<file path="src/lsu_pkg.sv">
/*
 * lsu data path shared definitions.
 * access-size and endian-mode codes, data width and the bus word view.
 */
`default_nettype none

package lsu_pkg;

  // data and address width of the core.
  localparam int xlen     = 32;
  localparam int lane_num = xlen / 8;

  // access size as carried on bus_size.
  localparam logic [1:0] size_byte = 2'd0;
  localparam logic [1:0] size_half = 2'd1;
  localparam logic [1:0] size_word = 2'd2;

  // endian mode, encoded as {be_v1, be_v2}.
  localparam logic [1:0] endian_le    = 2'd0;
  localparam logic [1:0] endian_be_v1 = 2'd2;
  localparam logic [1:0] endian_be_v2 = 2'd1;

  // one bus word, seen whole or as byte lanes with lane 0 at the lsb.
  typedef union packed {
    logic [xlen-1:0]         word;
    logic [lane_num-1:0][7:0] lanes;
  } bus_word_u;

endpackage

`default_nettype wire

</file>
<file path="src/lsu_addr_gen.sv">
/*
 * lsu address generation.
 * adds base and offset, decodes the access size, checks alignment
 * and raises the bus request.
 */
`timescale 1ns/1ps
`default_nettype none

module lsu_addr_gen (
  input  logic                     req_vld,
  input  logic                     req_store,
  input  logic                     req_byte,
  input  logic                     req_half,
  input  logic                     req_uns,
  input  logic [lsu_pkg::xlen-1:0] req_base,
  input  logic [lsu_pkg::xlen-1:0] req_offset,
  input  logic                     bus_grnt,
  output logic [lsu_pkg::xlen-1:0] bus_addr,
  output logic [1:0]               bus_size,
  output logic                     bus_write,
  output logic                     bus_req,
  output logic                     misalign,
  output logic                     accepted,
  output logic                     ld_sign,
  output logic [1:0]               acc_addr_lo
);
  import lsu_pkg::*;

  logic [xlen-1:0] addr_sum;
  logic [1:0]      size_dec;
  logic [1:0]      addr_mask;

  assign addr_sum = req_base + req_offset;

  // byte wins over half, anything else is a word.
  assign size_dec = req_byte ? size_byte :
                    req_half ? size_half : size_word;

  always_comb
  begin
    case (size_dec)
      size_word:
      begin
        addr_mask = 2'b00;
        misalign  = |addr_sum[1:0];
      end
      size_half:
      begin
        addr_mask = 2'b10;
        misalign  = addr_sum[0];
      end
      default:
      begin
        addr_mask = 2'b11;
        misalign  = 1'b0;
      end
    endcase
  end

  assign bus_addr    = {addr_sum[xlen-1:2], addr_sum[1:0] & addr_mask};
  assign bus_size    = size_dec;
  assign bus_write   = req_store;

  // a misaligned access never reaches the bus.
  assign bus_req     = req_vld && !misalign;
  assign accepted    = bus_req && bus_grnt;

  assign ld_sign     = !req_uns;
  assign acc_addr_lo = bus_addr[1:0];

endmodule

`default_nettype wire

</file>
<file path="src/lsu_datapath.sv">
/*
 * lsu data path top level.
 * joins address generation, store and load alignment between the
 * core and the request/grant bus.
 */
`timescale 1ns/1ps
`default_nettype none

module lsu_datapath (
  input  logic                     size_buf_clk,
  input  logic                     cpurst_b,
  input  logic [1:0]               endian_mode,
  input  logic                     req_vld,
  input  logic                     req_store,
  input  logic                     req_byte,
  input  logic                     req_half,
  input  logic                     req_uns,
  input  logic [lsu_pkg::xlen-1:0] req_base,
  input  logic [lsu_pkg::xlen-1:0] req_offset,
  input  logic [lsu_pkg::xlen-1:0] req_wdata,
  output logic [lsu_pkg::xlen-1:0] bus_addr,
  output logic [1:0]               bus_size,
  output logic                     bus_write,
  output logic                     bus_req,
  input  logic                     bus_grnt,
  output logic [lsu_pkg::xlen-1:0] bus_wdata,
  input  logic [lsu_pkg::xlen-1:0] bus_rdata,
  input  logic                     bus_rdata_vld,
  output logic                     misalign,
  output logic [lsu_pkg::xlen-1:0] load_data,
  output logic                     load_data_vld
);

  logic       accepted;
  logic       ld_sign;
  logic [1:0] acc_addr_lo;

  lsu_addr_gen u_addr_gen (
    .req_vld     (req_vld),
    .req_store   (req_store),
    .req_byte    (req_byte),
    .req_half    (req_half),
    .req_uns     (req_uns),
    .req_base    (req_base),
    .req_offset  (req_offset),
    .bus_grnt    (bus_grnt),
    .bus_addr    (bus_addr),
    .bus_size    (bus_size),
    .bus_write   (bus_write),
    .bus_req     (bus_req),
    .misalign    (misalign),
    .accepted    (accepted),
    .ld_sign     (ld_sign),
    .acc_addr_lo (acc_addr_lo)
  );

  lsu_store_align u_store_align (
    .size_buf_clk (size_buf_clk),
    .cpurst_b     (cpurst_b),
    .endian_mode  (endian_mode),
    .req_store    (req_store),
    .accepted     (accepted),
    .bus_size     (bus_size),
    .acc_addr_lo  (acc_addr_lo),
    .req_wdata    (req_wdata),
    .bus_wdata    (bus_wdata)
  );

  lsu_load_align u_load_align (
    .size_buf_clk  (size_buf_clk),
    .cpurst_b      (cpurst_b),
    .endian_mode   (endian_mode),
    .req_store     (req_store),
    .accepted      (accepted),
    .ld_sign       (ld_sign),
    .bus_size      (bus_size),
    .acc_addr_lo   (acc_addr_lo),
    .bus_rdata     (bus_rdata),
    .bus_rdata_vld (bus_rdata_vld),
    .load_data     (load_data),
    .load_data_vld (load_data_vld)
  );

endmodule

`default_nettype wire

</file>
<file path="src/lsu_load_align.sv">
/*
 * lsu load aligner.
 * keeps the load info captured at grant and uses it to steer and
 * extend the returned read data.
 */
`timescale 1ns/1ps
`default_nettype none

module lsu_load_align (
  input  logic                     size_buf_clk,
  input  logic                     cpurst_b,
  input  logic [1:0]               endian_mode,
  input  logic                     req_store,
  input  logic                     accepted,
  input  logic                     ld_sign,
  input  logic [1:0]               bus_size,
  input  logic [1:0]               acc_addr_lo,
  input  logic [lsu_pkg::xlen-1:0] bus_rdata,
  input  logic                     bus_rdata_vld,
  output logic [lsu_pkg::xlen-1:0] load_data,
  output logic                     load_data_vld
);
  import lsu_pkg::*;

  logic       info_sign;
  logic [1:0] info_size;
  logic [1:0] info_addr_lo;
  logic [1:0] elem_mask;
  logic [2:0] elem_bytes;
  logic [1:0] elem_base;
  bus_word_u  rd_word;
  bus_word_u  sized;

  // load info buffer, only a granted load may overwrite it.
  always_ff @(posedge size_buf_clk or negedge cpurst_b)
  begin
    if (!cpurst_b)
    begin
      info_sign    <= 1'b0;
      info_size    <= '0;
      info_addr_lo <= '0;
    end
    else if (accepted && !req_store)
    begin
      info_sign    <= ld_sign;
      info_size    <= bus_size;
      info_addr_lo <= acc_addr_lo;
    end
  end

  always_comb
  begin
    case (info_size)
      size_byte:
      begin
        elem_mask  = 2'b11;
        elem_bytes = 3'd1;
      end
      size_half:
      begin
        elem_mask  = 2'b10;
        elem_bytes = 3'd2;
      end
      default:
      begin
        elem_mask  = 2'b00;
        elem_bytes = 3'd4;
      end
    endcase
  end

  assign elem_base = (endian_mode == endian_be_v1) ? (~info_addr_lo & elem_mask) :
                                                     (info_addr_lo & elem_mask);

  // inverse of the store steering, element bytes land in the low lanes.
  always_comb
  begin
    logic [2:0] offs;
    logic [1:0] src_lane;
    offs         = '0;
    src_lane     = '0;
    rd_word.word = bus_rdata;
    sized.word   = '0;
    for (int j = 0; j < lane_num; j++)
    begin
      if (3'(j) < elem_bytes)
      begin
        if (endian_mode == endian_be_v2)
          offs = elem_bytes - 3'd1 - 3'(j);
        else
          offs = 3'(j);
        src_lane       = elem_base + offs[1:0];
        sized.lanes[j] = rd_word.lanes[src_lane];
      end
    end
  end

  // upper lanes are already zero, so only the signed case fills them.
  always_comb
  begin
    case (info_size)
      size_byte:
        load_data = {{(xlen-8){info_sign & sized.lanes[0][7]}}, sized.lanes[0]};
      size_half:
        load_data = {{(xlen-16){info_sign & sized.lanes[1][7]}}, sized.word[15:0]};
      default:
        load_data = sized.word;
    endcase
  end

  assign load_data_vld = bus_rdata_vld;

endmodule

`default_nettype wire

</file>
<file path="src/lsu_store_align.sv">
/*
 * lsu store aligner.
 * steers store data into bus byte lanes and holds it in the
 * store data buffer that drives the bus after the grant.
 */
`timescale 1ns/1ps
`default_nettype none

module lsu_store_align (
  input  logic                     size_buf_clk,
  input  logic                     cpurst_b,
  input  logic [1:0]               endian_mode,
  input  logic                     req_store,
  input  logic                     accepted,
  input  logic [1:0]               bus_size,
  input  logic [1:0]               acc_addr_lo,
  input  logic [lsu_pkg::xlen-1:0] req_wdata,
  output logic [lsu_pkg::xlen-1:0] bus_wdata
);
  import lsu_pkg::*;

  bus_word_u       src_word;
  bus_word_u       steered;
  logic [1:0]      elem_mask;
  logic [2:0]      elem_bytes;
  logic [1:0]      elem_base;
  logic [xlen-1:0] store_data_buf;

  always_comb
  begin
    case (bus_size)
      size_byte:
      begin
        elem_mask  = 2'b11;
        elem_bytes = 3'd1;
      end
      size_half:
      begin
        elem_mask  = 2'b10;
        elem_bytes = 3'd2;
      end
      default:
      begin
        elem_mask  = 2'b00;
        elem_bytes = 3'd4;
      end
    endcase
  end

  // word-invariant big endian mirrors the element position in the word.
  assign elem_base = (endian_mode == endian_be_v1) ? (~acc_addr_lo & elem_mask) :
                                                     (acc_addr_lo & elem_mask);

  always_comb
  begin
    logic [2:0] offs;
    logic [2:0] byte_idx;
    offs         = '0;
    byte_idx     = '0;
    src_word.word = req_wdata;
    steered.word  = '0;
    for (int l = 0; l < lane_num; l++)
    begin
      offs = 3'(l) - {1'b0, elem_base};
      // lanes below the element wrap to a large offset and stay zero.
      if (offs < elem_bytes)
      begin
        if (endian_mode == endian_be_v2)
          byte_idx = elem_bytes - 3'd1 - offs;
        else
          byte_idx = offs;
        steered.lanes[l] = src_word.lanes[byte_idx[1:0]];
      end
    end
  end

  // updated on a granted store, held until the next one.
  always_ff @(posedge size_buf_clk or negedge cpurst_b)
  begin
    if (!cpurst_b)
      store_data_buf <= '0;
    else if (accepted && req_store)
      store_data_buf <= steered.word;
  end

  assign bus_wdata = store_data_buf;

endmodule

`default_nettype wire

</file>
<file path="config.mk">
export PLATFORM = sky130hd
export DESIGN_NAME = lsu_datapath
export DESIGN_NICKNAME = d
export VERILOG_FILES = /design/src/lsu_pkg.sv /design/src/lsu_addr_gen.sv /design/src/lsu_datapath.sv /design/src/lsu_load_align.sv /design/src/lsu_store_align.sv
export SDC_FILE = /design/constraint.sdc
export NUM_CORES = 1
export LEC_CHECK = 0
export BUFFER_PORTS_ARGS = -buffer_cell sky130_fd_sc_hd__buf_2
export CORE_MARGIN = 4
export CORE_UTILIZATION = 45
export CTS_BUF_LIST = sky130_fd_sc_hd__clkbuf_4 sky130_fd_sc_hd__clkbuf_8
export DETAILED_ROUTE_END_ITERATION = 16
export GPL_TIMING_DRIVEN = 0
export HOLD_SLACK_MARGIN = 0.05
export PLACE_DENSITY = 0.82
export SETUP_SLACK_MARGIN = 0.3
export SKIP_CTS_REPAIR_TIMING = 1
export SLEW_MARGIN = 20
export SYNTH_ARGS = -nofsm -noshare
export SYNTH_HDL_FRONTEND = slang
export SYNTH_SLANG_ARGS = --single-unit
</file>
<file path="constraint.sdc">
create_clock -name size_buf_clk -period 3.2 [get_ports size_buf_clk]
set_clock_uncertainty 0.1 [all_clocks]
set_input_delay 0.48 -clock size_buf_clk [delete_from_list [all_inputs] [get_ports size_buf_clk]]
set_output_delay 0.48 -clock size_buf_clk [all_outputs]
set_load 0.02 [all_outputs]
</file>
; After elaboration in Yosys (flattened, before gate mapping)
; Index checks and enable logic that the tools add are counted.
[word_totals]
register_bits = 37
input_bits = 139
[op_classes]
addsub = 18
order_cmp = 16
n_eq_ne = 5
n_mux = 51
bitwise_logic = 9
reduce_logical = 10
[op_table]
columns = op, count
row1 = 8-bit binary-select mux with 2-bit select, 8
row2 = 8-bit 2-to-1 mux, 16
row3 = 32-bit case mux with 2 select lines, 1
row4 = 2-bit 2-to-1 mux, 20
row5 = 32-bit adder, 1
row6 = 2-bit by 3-bit < comparator with 1-bit output (second input constant), 8
row7 = 3-bit < comparator, 4
row8 = 2-bit case mux with 2 select lines, 3
row9 = 3-bit case mux with 2 select lines, 2
row10 = 2-bit AND, 5
row11 = 2-bit adder, 4
row12 = 2-bit subtractor, 4
row13 = 2-bit by 1-bit == test with 1-bit output (second input constant), 3
row14 = 1-bit by 3-bit < comparator with 1-bit output (first input constant), 2
row15 = 2-bit by 3-bit < comparator with 1-bit output (first input constant), 2
row16 = 1-bit by 2-bit subtractor with 3-bit output (first input constant), 2
row17 = 2-bit by 1-bit subtractor with 2-bit output (second input constant), 3
row18 = 2-bit by 2-bit subtractor with 3-bit output (first input constant), 2
row19 = 2-bit == test (second input constant), 2
row20 = 1-bit logical AND, 4
row21 = 2-bit logical NOT, 2
row22 = 2-bit inverter, 2
row23 = 2-bit subtractor (second input constant), 2
row24 = 1-bit logical NOT, 3
row25 = other kinds (3), 4

; Depth between registers and ports, before layout
[depth]
depth_word = 15
ltp_mapped = 12
depth_no_buf = 10

; By module
; From an unflattened synthesis, not the netlist that was laid out.
[hier_totals]
hier_cells = 723
hier_area_um2 = 6007.0
[by_module_without_submodules]
columns = module, instances, cells_per_inst, area_per_inst_um2, seq_area_each_um2
row1 = lsu_store_align, 1, 273, 2461.1, 800.8
row2 = lsu_addr_gen, 1, 262, 1845.5, 0.0
row3 = lsu_load_align, 1, 188, 1700.4, 125.1

; Worst setup path after synthesis
; No wires, ideal clock.
[synth_path]
kind = input to output
from = input endian_mode[1]
to = output load_data[24] (netlist bit)
t_arrival_ps = 2928
path_slack_ps = -308
path_stages = 10
path_buffers = 4
path_cell_list = buf_4 > nor2b_2 > buf_6 > xnor2_1 > nor2_1 > ha_1 > buf_2 > clkbuf_1 > mux4_2 > a21o_1
[synth_via]
elab_chain_cells = 9
elab_cells_between_ends = 24
classes_between = 3 x add/sub / 2 x eq/ne / 17 x mux / 2 x bitwise
[synth_rtl]
columns = item, line_no
row1 = start: declaration, lsu_datapath.sv:12  ; input logic [1:0] endian_mode,
row2 = 2-bit by 1-bit == test with 1-bit output, lsu_load_align.sv:88  ; if (endian_mode == endian_be_v2)
row3 = 2-bit 2-to-1 mux, lsu_load_align.sv:88
row4 = 2-bit 2-to-1 mux, lsu_load_align.sv:86  ; if (3'(j) < elem_bytes)
row5 = 2-bit adder, lsu_load_align.sv:92  ; src_lane = elem_base + offs[1:0];
row6 = 8-bit binary-select mux with 2-bit select, lsu_load_align.sv:93  ; sized.lanes[j] = rd_word.lanes[src_lane];
row7 = 8-bit 2-to-1 mux (not written as such), lsu_load_align.sv:93
row8 = 8-bit 2-to-1 mux, lsu_load_align.sv:86
row9 = 1-bit AND (on tied branches), "lsu_load_align.sv:105, lsu_load_align.sv:103"
row10 = 32-bit case mux with 2 select lines (*), lsu_load_align.sv:101  ; case (info_size)
row11 = end: declaration, lsu_datapath.sv:30  ; output logic [lsu_pkg::xlen-1:0] load_data,
; Every way passes the cells marked *; elsewhere a longest branch is shown, timed or not. The select of a mux whose other input is x is not followed.

; Worst setup path after layout
[layout_path]
from = register u_load_align.info_size[1]
to = output load_data[27] (netlist bit)
[layout_via]
elab_chain_cells = 12
elab_cells_between_ends = 34
classes_between = 6 x add/sub / 3 x order compare / 1 x eq/ne / 19 x mux / 4 x bitwise / 1 x reduce/logical
[layout_rtl]
columns = item, line_no
row1 = start: declaration, lsu_load_align.sv:26  ; logic [1:0] info_size;
row2 = start signal: assignment, lsu_load_align.sv:46  ; info_size <= bus_size;
row3 = 2-bit by 1-bit == test with 1-bit output / 2-bit logical NOT (equally long branches), "lsu_load_align.sv:53, lsu_load_align.sv:101"
row4 = 3-bit case mux with 2 select lines, lsu_load_align.sv:53  ; case (info_size)
row5 = 2-bit by 1-bit subtractor with 2-bit output (2 in series), lsu_load_align.sv:89  ; offs = elem_bytes - 3'd1 - 3'(j);
row6 = 2-bit 2-to-1 mux, lsu_load_align.sv:88
row7 = 2-bit 2-to-1 mux, lsu_load_align.sv:86
row8 = 2-bit adder, lsu_load_align.sv:92
row9 = 8-bit binary-select mux with 2-bit select, lsu_load_align.sv:93
row10 = 8-bit 2-to-1 mux (not written as such), lsu_load_align.sv:93
row11 = 8-bit 2-to-1 mux, lsu_load_align.sv:86
row12 = 1-bit AND, lsu_load_align.sv:105  ; load_data = {{(xlen-16){info_sign & sized.lanes[1][7]}}, sized.word[15:0]};
row13 = 32-bit case mux with 2 select lines (*), lsu_load_align.sv:101
; Marks and branches as above.

==> metrics.md <==
| Metric | Value |
|---|---|
| Cell Pwr Density | `541 nW/um^2` |
| Vias in the first global route | `5526` |
| Synthesized flop and latch total | `37` |
| Die footprint | `13600 um^2` |
| Final Hold Vio Count | `0` |
| Initial antenna violation count | `0` |
| DRC violations left | `0` |
| Num CTS Buffers | `5` |
| Commonest cells after routing, fill and taps aside | `buf_2, mux2i_1, nand2_1, buf_6, buf_4` |
| Sequential-to-total area share from yosys stat | `17.5%` |
| Routed wire per std cell | `19.8 um` |
| Dpl cells | `993` |
| RSZ-0062 raised after global routing | `true` |
| Post-synth EDFFs | `0` |
| Ys async rst share | `100%` |
| CTS tree | `yes` |
| Share of layout cells above drive strength 1 | `54.5%` |
| Clk buf depth | `2` |
| Nets | `1071` |
| Outcome | `complete, but fails checks` |
| Pwr Total | `0.00467 W` |
| GPL Wtd Cong | `0.904` |
| Clock Latency Late Sink | `0.30 ns` |
| Syn Std Cell Area | `5300 um^2` |
| Fin crit period | `3.67 ns` |
| Area Growth Syn to Fin | `62.6%` |
| Main synth FF type | `dfrtp_1` |
| Crit share post-route | `115%` |
| Fmax | `273 MHz` |
| # rows | `39` |
| Starting density of the core | `46.3%` |
| Core area | `11500 um^2` |
| Clock transition at path regs | `0.08 ns` |
| TritonRoute pass-1 iters | `5` |
| Setup TNS | `-10.61 ns` |
| Failing checks | `negative setup slack` |
| Die extent in x | `117 um` |
| MaxCap Viol Count | `0` |
| WP data arrival | `3.09 ns` |
| Syn Inst Count | `612` |
| DR top layer | `met4` |
| Chip Height | `117 um` |
| I/O pins | `241` |
| GR Util All Layers | `23.2%` |
| Finished Layout Cells | `1034` |
| Worst setup margin | `-0.466 ns` |
| Met3 WL | `1.64 mm` |
| Final slew viol count | `0` |
| Leakage | `4.02 nW` |
| CP Class | `reg2out` |
| ANT nets after route | `0` |
| DR vias | `6310` |
| Post-Syn Area per Cell | `8.67 um^2` |
| Overflow after GRT | `0` |
| Maximum vdd ir drop | `0.000570 V` |
| Ant. Diodes | `0` |
| Met1 WL | `7.89 mm` |
| Endpoints failing setup | `31` |
| Synth unique cells | `72` |
| Root Driver | `clkbuf_8` |
| Net count after synthesis | `793` |
| Metal2 WL | `10.2 mm` |
| Nature of the critical path startpoint | `flip-flop` |
| HP Class | `in2async` |
| Routed wire length | `20.5 mm` |
| I/O Buffers | `238` |
| Initial DRC count | `502` |
| Largest net degree at the start of global routing | `38` |
| Core Util, Final | `75.2%` |
| Max_slew headroom | `30.3%` |
| Crit Path Max Fanout | `7` |
| Avg Vias per Cell | `6.10` |
| Required @ worst endpoint | `2.62 ns` |
| HPWL Detailed | `13.8 mm` |
| Clock tree sinks | `37` |
| H-tree depth | `2` |
| CP endpoint kind | `output port` |
| Slew @ Worst Pin | `1.04 ns` |
| Total number of yosys warnings | `0` |
| Commonest non-fill, non-tap cell in the layout | `buf_2` |
| Global-route wire length before repair | `26.0 mm` |
-- cell type report --
class	instances	area (um^2)
Inverter	24	92.6
Timing Repair Buffer	271	1780
Fill cell	701	2840
Tap cell	143	179
Clock buffer	5	68.8
Clock inverter	3	17.5
Multi-Input combinational cell	518	5270
Buffer	33	294
Sequential cell	37	927
-- worst max-delay path: stages (launching register included) --
cell and delay [ns]:
dfrtp_2 0.45, or2_1 0.24, buf_6 0.14, ha_4 0.17
or4b_4 0.52, o31ai_4 0.10, nor2_2 0.06, a211o_1 0.35
nand4b_4 0.13, o21ai_4 0.12, clkbuf_16 0.18, a21o_4 0.19
buf_6 0.12
-- cells in the mapped netlist (4+ instances only) --
cell type,instances,area (um^2)
ha_1,41,513
nor2b_1,8,50.1
o211ai_1,5,37.5
dfrtp_1,37,926
buf_2,9,45.0
a31o_1,8,70.1
a22o_1,16,140
nor2_1,21,78.8
nor3_1,4,20.0
and2_1,8,50.1
a31oi_1,4,25.0
a21oi_1,35,175
clkbuf_1,17,63.8
o21ai_1,23,115
xnor2_1,21,184
o21ai_0,17,85.1
xor2_1,14,123
nand4_1,7,43.8
nand2_1,81,304
nand3_1,13,65.1
mux2i_1,75,751
a21o_1,23,173
a32o_1,16,160
inv_1,22,82.6
mux4_2,15,338
-- layer usage --
| metal | track usage (%) | vias up |
|---|---|---|
| met5 | 0 | - |
| met4 | 7.72 | 0 |
| met3 | 2.69 | 79 |
| met2 | 39.4 | 407 |
| li1 | - | 2854 |
| met1 | 30.8 | 2970 |
-- kinds of logic after synthesis --
family          after synthesis  synth area share [%]
compound gates              181                  24.4
simple gates                165                  15.4
mux                          93                  21.2
buf+inv                      57                  4.88
fa+ha+maj                    42                  10.0
xor+xnor                     37                  6.61
flops                        37                  17.5
-- final timing paths --
path	start	end	slack (ns)	cells after the start
min in group size_buf_clk	req_uns	u_load_align.info_sign$_DFFE_PN0P_	0.27	2
max in group asynchronous	cpurst_b	u_load_align.info_size[1]$_DFFE_PN0P_	2.28	1
hold reg to reg	u_store_align.bus_wdata[0]$_DFFE_PN0P_	u_store_align.bus_wdata[0]$_DFFE_PN0P_	0.39	1
setup / recovery	u_load_align.info_size[1]$_DFFE_PN0P_	load_data[27]	-0.47	12
hold / removal	cpurst_b	u_store_align.bus_wdata[13]$_DFFE_PN0P_	0.17	1
setup reg to reg	u_load_align.info_addr_lo[1]$_DFFE_PN0P_	u_load_align.info_addr_lo[1]$_DFFE_PN0P_	2.26	1
-- where the power goes --
group,switching (W),total (W),internal (W),leakage (nW)
sequential,0.0000864,0.000685,0.000598,0.485
clock,0.000178,0.000328,0.000150,0.0439
combinational,0.00192,0.00365,0.00173,3.49
-- sequential cells by signal, summed over array words and instances (netlist names) --
register                   cells
u_load_align.info_size         2
u_load_align.info_addr_lo      2
u_load_align.info_sign         1
u_store_align.bus_wdata       32
-- metrics by stage --
stage | cell area [um^2] | setup slack, ns | hold WS [ns]
global route | 8620 | -0.526 | 0.243
global placement | 7030 | -0.493 | 0.374
floorplan | 5660 | 0.0481 | 0.0844
CTS | 7110 | -0.641 | 0.198
detailed placement | 7030 | -0.517 | 0.375
finish | 8620 | -0.466 | 0.169
Note: power is estimated with default switching activity, not from simulation.
